===== config.mk =====
export PLATFORM = sky130hd
export DESIGN_NAME = leaf_interface
export DESIGN_NICKNAME = d
export VERILOG_FILES = /design/src/hdl/leaf_pkg.sv /design/src/hdl/leaf_rx_router.sv /design/src/hdl/leaf_port_buffer.sv /design/src/hdl/leaf_tx_arbiter.sv /design/src/hdl/leaf_interface.sv
export VERILOG_INCLUDE_DIRS = /design/src /design/src/hdl
export SDC_FILE = /design/constraint.sdc
export NUM_CORES = 1
export LEC_CHECK = 0
export BUFFER_PORTS_ARGS = -buffer_cell sky130_fd_sc_hd__clkbuf_2
export CORE_MARGIN = 4
export CORE_UTILIZATION = 55
export CTS_CLUSTER_DIAMETER = 100
export DETAILED_ROUTE_END_ITERATION = 10
export PLACE_DENSITY = 0.75
export SLEW_MARGIN = 20
export SYNTH_ARGS = -nofsm -noshare
export SYNTH_HDL_FRONTEND = slang
export SYNTH_HIERARCHICAL = 1
export SYNTH_SLANG_ARGS = --single-unit

===== constraint.sdc =====
create_clock -name clk -period 10.1 [get_ports clk]
set_input_delay 0 -clock clk [delete_from_list [all_inputs] [get_ports clk]]
set_output_delay 0 -clock clk [all_outputs]
set_load 0.02 [all_outputs]

===== src/hdl/leaf_consts.svh =====
`ifndef LEAF_CONSTS_SVH
`define LEAF_CONSTS_SVH

// Packet fields run from the valid bit at the top down to the payload.
`define PACKET_BITS   49
`define LEAF_BITS     5
`define PORT_BITS     4
`define SEQ_BITS      7

// The payload takes whatever the header fields leave over.
`define PAYLOAD_BITS  (`PACKET_BITS - 1 - `LEAF_BITS - `PORT_BITS - `SEQ_BITS)

// A route is a destination leaf and port, packed the same way as in a packet.
`define ROUTE_BITS    (`LEAF_BITS + `PORT_BITS)

`define NUM_IN_PORTS  7
`define NUM_OUT_PORTS 5
`define OUT_IDX_BITS  3

// Entries per input port buffer, a power of two.
`define BUF_DEPTH     4

`endif


===== src/hdl/leaf_pkg.sv =====
`default_nettype none

`include "leaf_consts.svh"

package leaf_pkg;

    typedef struct packed {
        logic                     valid;
        logic [`LEAF_BITS-1:0]    dest_leaf;
        logic [`PORT_BITS-1:0]    dest_port;
        logic [`SEQ_BITS-1:0]     seq;
        logic [`PAYLOAD_BITS-1:0] payload;
    } bft_packet_t;

    // Port zero is reserved for configuration traffic.
    typedef enum logic {
        PKT_DATA   = 1'b0,
        PKT_CONFIG = 1'b1
    } pkt_kind_e;

    typedef struct packed {
        logic [`LEAF_BITS-1:0] dest_leaf;
        logic [`PORT_BITS-1:0] dest_port;
    } route_t;

    typedef struct packed {
        logic                     en;
        logic [`OUT_IDX_BITS-1:0] index; // Output port whose route is written.
        route_t                   route;
    } cfg_wr_t;

    typedef struct packed {
        logic                     vld;
        logic [`PAYLOAD_BITS-1:0] data;
    } user_word_t;

endpackage

`default_nettype wire


===== src/hdl/leaf_rx_router.sv =====
`default_nettype none

`include "leaf_consts.svh"

module leaf_rx_router import leaf_pkg::*; #(
    parameter logic [`LEAF_BITS-1:0] LEAF_ID = '0
) (
    input  logic                           clk,
    input  logic                           arst_n,
    input  bft_packet_t                    din,
    output user_word_t [`NUM_IN_PORTS-1:0] wr,
    output cfg_wr_t                        cfg
);

    logic                     hit_q;
    bft_packet_t              pkt_q;
    pkt_kind_e                kind;
    logic [`NUM_IN_PORTS-1:0] wr_vld;

    // Packets for other leaves are dropped here.
    always_ff @(posedge clk or negedge arst_n) begin
        if (!arst_n) begin
            hit_q <= 1'b0;
        end else begin
            hit_q <= din.valid && (din.dest_leaf == LEAF_ID);
        end
    end

    always_ff @(posedge clk) begin
        pkt_q <= din;
    end

    assign kind = (pkt_q.dest_port == '0) ? PKT_CONFIG : PKT_DATA;

    // Port number n in the packet feeds buffer n-1.
    always_comb begin
        for (int i = 0; i < `NUM_IN_PORTS; i++) begin
            wr_vld[i]  = hit_q && (kind == PKT_DATA) && (pkt_q.dest_port == 4'(i + 1));
            wr[i].vld  = wr_vld[i];
            wr[i].data = pkt_q.payload;
        end
    end

    always_comb begin
        cfg.en    = hit_q && (kind == PKT_CONFIG);
        cfg.index = pkt_q.seq[`OUT_IDX_BITS-1:0];    // Table index rides in seq.
        cfg.route = pkt_q.payload[`ROUTE_BITS-1:0];
    end

    // A registered packet lands in one place at most.
    a_single_target: assert property (
        @(posedge clk) disable iff (!arst_n)
        $onehot0({wr_vld, cfg.en})
    );

endmodule

`default_nettype wire


===== src/hdl/leaf_port_buffer.sv =====
`default_nettype none

`include "leaf_consts.svh"

module leaf_port_buffer import leaf_pkg::*; (
    input  logic       clk,
    input  logic       arst_n,
    input  user_word_t wr,
    output user_word_t to_user,
    input  logic       ack,
    output logic       overflow
);

    localparam int PTR_BITS = $clog2(`BUF_DEPTH);
    localparam logic [PTR_BITS:0] DEPTH = `BUF_DEPTH;

    logic [`PAYLOAD_BITS-1:0] mem [`BUF_DEPTH];
    logic [PTR_BITS-1:0]      wr_ptr;
    logic [PTR_BITS-1:0]      rd_ptr;
    logic [PTR_BITS:0]        count;
    logic                     full;
    logic                     push;
    logic                     pop;

    assign full = (count == DEPTH);
    assign push = wr.vld && !full;
    assign pop  = to_user.vld && ack;

    // The head entry is presented without waiting for a read request.
    assign to_user.vld  = (count != '0);
    assign to_user.data = mem[rd_ptr];

    always_ff @(posedge clk) begin
        if (push) begin
            mem[wr_ptr] <= wr.data;
        end
    end

    always_ff @(posedge clk or negedge arst_n) begin
        if (!arst_n) begin
            wr_ptr   <= '0;
            rd_ptr   <= '0;
            count    <= '0;
            overflow <= 1'b0;
        end else begin
            if (push) wr_ptr <= wr_ptr + 1'b1; // Pointers wrap at the depth.
            if (pop) rd_ptr <= rd_ptr + 1'b1;
            case ({push, pop})
                2'b10:   count <= count + 1'b1;
                2'b01:   count <= count - 1'b1;
                default: count <= count;
            endcase
            if (wr.vld && full) begin
                overflow <= 1'b1; // Stays set until reset.
            end
        end
    end

    a_count_bound: assert property (
        @(posedge clk) disable iff (!arst_n)
        count <= DEPTH
    );

    // The user side may rely on the head word until it acknowledges it.
    a_head_stable: assert property (
        @(posedge clk) disable iff (!arst_n)
        to_user.vld && !ack |=> to_user.vld && $stable(to_user.data)
    );

endmodule

`default_nettype wire


===== src/hdl/leaf_tx_arbiter.sv =====
`default_nettype none

`include "leaf_consts.svh"

module leaf_tx_arbiter import leaf_pkg::*; (
    input  logic                            clk,
    input  logic                            arst_n,
    input  logic                            resend,
    input  cfg_wr_t                         cfg,
    input  user_word_t [`NUM_OUT_PORTS-1:0] from_user,
    output logic [`NUM_OUT_PORTS-1:0]       ack_to_user,
    output bft_packet_t                     dout
);

    route_t                    route_tbl [`NUM_OUT_PORTS];
    logic [`SEQ_BITS-1:0]      seq_cnt   [`NUM_OUT_PORTS];
    logic [`OUT_IDX_BITS-1:0]  last_q;
    logic [`OUT_IDX_BITS-1:0]  grant_idx;
    logic [`NUM_OUT_PORTS-1:0] grant;
    logic                      take;
    logic                      out_vld_q;
    bft_packet_t               out_q;

    // Search starts one past the port granted last.
    always_comb begin
        int   idx;
        logic found;
        grant     = '0;
        grant_idx = last_q;
        found     = 1'b0;
        for (int k = 1; k <= `NUM_OUT_PORTS; k++) begin
            idx = (int'(last_q) + k) % `NUM_OUT_PORTS;
            if (!found && from_user[idx].vld) begin
                grant[idx] = 1'b1;
                grant_idx  = 3'(idx);
                found      = 1'b1;
            end
        end
    end

    assign ack_to_user = resend ? '0 : grant;
    assign take        = |ack_to_user;

    always_ff @(posedge clk or negedge arst_n) begin
        if (!arst_n) begin
            for (int j = 0; j < `NUM_OUT_PORTS; j++) begin
                route_tbl[j] <= '0;
                seq_cnt[j]   <= '0;
            end
            last_q    <= 3'(`NUM_OUT_PORTS - 1); // Port 0 wins the first round.
            out_vld_q <= 1'b0;
        end else begin
            if (cfg.en && (cfg.index < 3'(`NUM_OUT_PORTS))) begin
                route_tbl[cfg.index] <= cfg.route;
            end
            if (take) begin
                seq_cnt[grant_idx] <= seq_cnt[grant_idx] + 1'b1;
                last_q             <= grant_idx;
            end
            if (!resend) out_vld_q <= take; // Resend freezes the pending packet.
        end
    end

    always_ff @(posedge clk) begin
        if (take) begin
            out_q.valid     <= 1'b1;
            out_q.dest_leaf <= route_tbl[grant_idx].dest_leaf;
            out_q.dest_port <= route_tbl[grant_idx].dest_port;
            out_q.seq       <= seq_cnt[grant_idx];
            out_q.payload   <= from_user[grant_idx].data;
        end
    end

    // An empty word goes out when idle or while the switch asks for a resend.
    always_comb begin
        dout       = out_q;
        dout.valid = out_vld_q;
        if (resend || !out_vld_q) dout = '0;
    end

    a_grant_onehot: assert property (
        @(posedge clk) disable iff (!arst_n)
        $onehot0(grant)
    );

endmodule

`default_nettype wire


===== src/hdl/leaf_interface.sv =====
`default_nettype none

`include "leaf_consts.svh"

module leaf_interface import leaf_pkg::*; #(
    parameter logic [`LEAF_BITS-1:0] LEAF_ID = '0
) (
    input  logic                            clk,
    input  logic                            arst_n,
    input  logic                            resend,
    input  bft_packet_t                     din,
    output bft_packet_t                     dout,
    output user_word_t [`NUM_IN_PORTS-1:0]  to_user,
    input  logic [`NUM_IN_PORTS-1:0]        ack_from_user,
    input  user_word_t [`NUM_OUT_PORTS-1:0] from_user,
    output logic [`NUM_OUT_PORTS-1:0]       ack_to_user,
    output logic [`NUM_IN_PORTS-1:0]        overflow
);

    user_word_t [`NUM_IN_PORTS-1:0] wr;
    cfg_wr_t                        cfg;

    // Network to user direction.
    leaf_rx_router #(
        .LEAF_ID(LEAF_ID)
    ) u_rx_router (
        .clk    (clk),
        .arst_n (arst_n),
        .din    (din),
        .wr     (wr),
        .cfg    (cfg)
    );

    // One buffer per user input port, bit i serves port number i+1.
    genvar i;
    generate
        for (i = 0; i < `NUM_IN_PORTS; i++) begin : g_port_buf
            leaf_port_buffer u_port_buffer (
                .clk      (clk),
                .arst_n   (arst_n),
                .wr       (wr[i]),
                .to_user  (to_user[i]),
                .ack      (ack_from_user[i]),
                .overflow (overflow[i])
            );
        end
    endgenerate

    // User to network direction, routed by the table that config packets fill.
    leaf_tx_arbiter u_tx_arbiter (
        .clk         (clk),
        .arst_n      (arst_n),
        .resend      (resend),
        .cfg         (cfg),
        .from_user   (from_user),
        .ack_to_user (ack_to_user),
        .dout        (dout)
    );

endmodule

`default_nettype wire


==> impl_metrics.env <==
export IMPL_area_delta_synth_final_pct=15.1
export IMPL_yosysUniqueCellTypes=109
export IMPL_dp_cells=4075
export IMPL_hold_buffers=165
export IMPL_place_ws_ns=2.19
export IMPL_critPathMaxFanout=34
export IMPL_port_buffers=511
export IMPL_grt_pass1_wl_um=189000
export IMPL_placed_area_um2=50400
export IMPL_routed_wl_um=130000
export IMPL_crit_arrival_ns=8.92
export IMPL_p_sw_share_pct=40.3
export IMPL_powerDensity_nw_per_um2=388
export IMPL_power_frac_seq_pct=28.0
export IMPL_status="complete, no violations"
export IMPL_clk_latency_ns=0.71
export IMPL_cts_path_max_buffers=3
export IMPL_dr_pass1_iters=8
export IMPL_die_x_um=305
export IMPL_critical_path_required_ns=10.49
export IMPL_final_common_cell="edfxtp_1"
export IMPL_synth_nets=2993
export IMPL_crit_path_max_incr_delay_ns=0.62
export IMPL_cp_num_buf_inv=6
export IMPL_fin_nets=3500
export IMPL_yosys_warnings=6
export IMPL_post_cts_buffers=0
export IMPL_gp_congestion=0.952
export IMPL_post_synth_top_area_cell="edfxtp_1"
export IMPL_clk_pin_slew_ns=0.06
export IMPL_avgSynthCellArea_um2=18.0
export IMPL_ys_async_sr_fraction_pct=12.5
export IMPL_critPathSlowestCell="dlygate4sd3_1"
export IMPL_slew_headroom_pct=30.3
export IMPL_power_leakage_nw=20.6
export IMPL_min_from="din[43]"
export IMPL_synth_edf_count=944
export IMPL_yosys_top_cells_area="edfxtp_1, mux4_2, dfrtp_1"
export IMPL_drc=0
export IMPL_finalSetupViolCount=0
export IMPL_hold_end="u_rx_router/hit_q$_DFF_PN0_"
export IMPL_fin_ws_ns=1.58
export IMPL_drt_met1_wl_um=50200
export IMPL_cp_end_kind="flip-flop"
export IMPL_drv_slew=0
export IMPL_grt_max_degree=71
export IMPL_vdd_drop_max_uv=564
export IMPL_finalHoldViolCount=0
export IMPL_antenna_left=0
export IMPL_avgViaCountPerCell=6.04
export IMPL_cts_tree="yes"
export IMPL_hpwlAfterDp_um=80000
export IMPL_synth_ff_type="edfxtp_1"
export IMPL_grt_total_usage_pct=27.6
export IMPL_rsz0062_at_grt="false"
export IMPL_vias=26900
export IMPL_cts_buffers=110
export IMPL_grt_overflow_total=0
export IMPL_r2r_slack_ns=1.58
export IMPL_crit_family="compound AO/OA/AOI/OAI gates"
export IMPL_clockPowerShare_pct=19.2
export IMPL_synth_cell_area_um2=48500
export IMPL_die_h_um=305
export IMPL_coreArea_um2=87000
export IMPL_r2r_start="u_tx_arbiter/last_q[1]$_DFFE_PN0P_"
export IMPL_hold_class="primary input to flip-flop"
export IMPL_wl_met3_um=11200
export IMPL_cts_resized=0
export IMPL_ys_seq_elements=1124
export IMPL_p_sw_mw=8.73
export IMPL_p_int_mw=12.9
export IMPL_fmax_ghz=0.117
export IMPL_min_period_over_period_pct=84.4
export IMPL_cp_start_kind="flip-flop"
export IMPL_fin_cells=4452
export IMPL_clock_sinks=1124
export IMPL_fin_area_um2=55800
export IMPL_layout_drive_gt1_share_pct=34.7
export IMPL_path_class="flip-flop to flip-flop"
export IMPL_drt_initial_drc_count=2789
export IMPL_maxCapViolCount=0
export IMPL_dr_wl_met2_um=64400
export IMPL_postSynthCellCount=2690
export IMPL_r2r_worst_path_cells=25
export IMPL_fin_skew_ns=0.0593
export IMPL_min_path_cells=3
export IMPL_ios=516
export IMPL_dieArea_um2=92900
export IMPL_tightest_slew_ns=1.02
export IMPL_wire_per_inst_um=29.1
export IMPL_r2r_end="u_tx_arbiter/out_q[27]$_DFFE_PP_"
export IMPL_period_needed_ns=8.52
export IMPL_antenna_found_initial=6
export IMPL_tns_ns=0
export IMPL_synth_top_area_share_pct=58.5
export IMPL_grt_pass1_vias=27700
export IMPL_root_buffer="clkbuf_16"
export IMPL_start_util_pct=55.7
export IMPL_top_layer="met4"
export IMPL_final_cell_mix="edfxtp_1, clkbuf_2, mux4_2, dlygate4sd3_1, dfrtp_1"
export IMPL_comb_power_share_pct=52.8
export IMPL_htreeDepth=3
export IMPL_rows=108
export IMPL_final_core_util_pct=64.1
export IMPL_ys_seq_area_share_pct=67.4
[layout make-up]
type	count	area, um2
repair buffers	740	4740
fillers	5950	31200
well taps	1155	1450
inverters	78	293
clock buffers	153	3080
flip-flops and latches	1124	32700
multi-input cells	1143	12900
diodes	3	7.51
clock inverters	56	644
[flip-flops by register name, indices dropped and copies added (netlist names), 3 cells and up]
signal                             flops
g_port_buf.u_port_buffer/count        21
g_port_buf.u_port_buffer/overflow      7
u_rx_router/pkt_q                      4
u_tx_arbiter/route_tbl                45
u_rx_router/cfg                       12
u_tx_arbiter/last_q                    3
u_tx_arbiter/seq_cnt                  35
g_port_buf.u_port_buffer/rd_ptr       14
u_rx_router/wr                        23
u_tx_arbiter/out_q                    48
g_port_buf.u_port_buffer/wr_ptr       14
g_port_buf.u_port_buffer/mem         896
[synthesized netlist by cell type, types with 12 or more instances]
master	count
a21oi_1	39
nand3_1	22
edfxtp_1	944
dfxtp_1	39
a22o_1	28
nand2_1	70
buf_12	21
mux4_1	28
buf_2	33
inv_1	71
nor2_1	72
nor3_1	17
xor2_1	21
or3_1	13
buf_6	12
buf_4	238
mux2i_1	56
mux2_2	71
o21ai_0	37
mux4_2	224
clkbuf_1	38
o22ai_1	17
xnor2_1	33
and2_1	83
o31a_1	12
ha_1	71
dfrtp_1	140
[power by group through the flow]
stage,logic (mW),registers [mW],clock network (mW)
global route,12.0,6.10,4.43
floorplan,7.59,5.85,0
global placement,9.97,6.12,0
finish,11.4,6.05,4.16
CTS,11.2,6.05,4.21
detailed placement,10.1,6.14,0
[worst max path at each step]
stage	slack (ns)	end	cells past startpoint	start
5_1_grt	1.10	u_tx_arbiter/out_q[31]$_DFFE_PP_	25	u_tx_arbiter/last_q[1]$_DFFE_PN0P_
2_1_floorplan	2.20	u_tx_arbiter/out_vld_q$_DFFE_PN0N_	29	u_tx_arbiter/last_q[0]$_DFFE_PN0P_
4_1_cts	1.66	u_tx_arbiter/out_q[31]$_DFFE_PP_	25	u_tx_arbiter/last_q[1]$_DFFE_PN0P_
3_5_place_dp	2.19	u_tx_arbiter/seq_cnt[12]$_DFFE_PN0P_	24	u_tx_arbiter/last_q[1]$_DFFE_PN0P_
6_report	1.58	u_tx_arbiter/out_q[27]$_DFFE_PP_	25	u_tx_arbiter/last_q[1]$_DFFE_PN0P_
3_3_place_gp	2.36	u_tx_arbiter/seq_cnt[34]$_DFFE_PN0P_	27	u_tx_arbiter/last_q[1]$_DFFE_PN0P_
[through the flow]
step | hold slack [ns] | power [mW]
finish | 0.118 | 21.6
global route | 0.0729 | 22.6
CTS | 0.0695 | 21.5
detailed placement | 0.0630 | 16.2
global placement | 0.0520 | 16.1
floorplan | -0.296 | 13.4
[layer usage]
layer  up-vias  track usage (%)
met5         -                0
met4         0             7.58
met1     14200             37.4
met2      1188             45.5
met3       195             6.60
li1      11400                -
[cells by family after synthesis]
group / after synthesis / synth area share (%)
buffers and inverters: 423 / 6.10
AOI/OAI and AO/OA: 281 / 4.61
and+or+nand+nor: 346 / 3.83
muxes: 380 / 14.8
adders and majority gates: 79 / 2.16
DFF: 1124 / 67.4
xor gates and xnor gates: 57 / 1.12
[worst reg2reg max path, cell delays in order, from the launching register on]
cell           delay [ns]
dfrtp_1              0.59
inv_1                0.39
ha_1                 0.38
xnor2_4              0.28
inv_2                0.14
ha_1                 0.28
nor2_1               0.26
a21oi_1              0.13
xnor2_1              0.39
ha_1                 0.38
nand2b_1             0.14
a21boi_1             0.19
a221oi_2             0.38
o31ai_1              0.15
a2111oi_4            0.51
or3_4                0.27
nand2_1              0.11
a311o_2              0.53
o21ai_4              0.37
buf_4                0.61
a21oi_1              0.10
buf_4                0.25
a21oi_1              0.17
dlygate4sd3_1        0.57
o22ai_1              0.10
dlygate4sd3_1        0.62
Note: power is estimated with default switching activity, not from simulation.
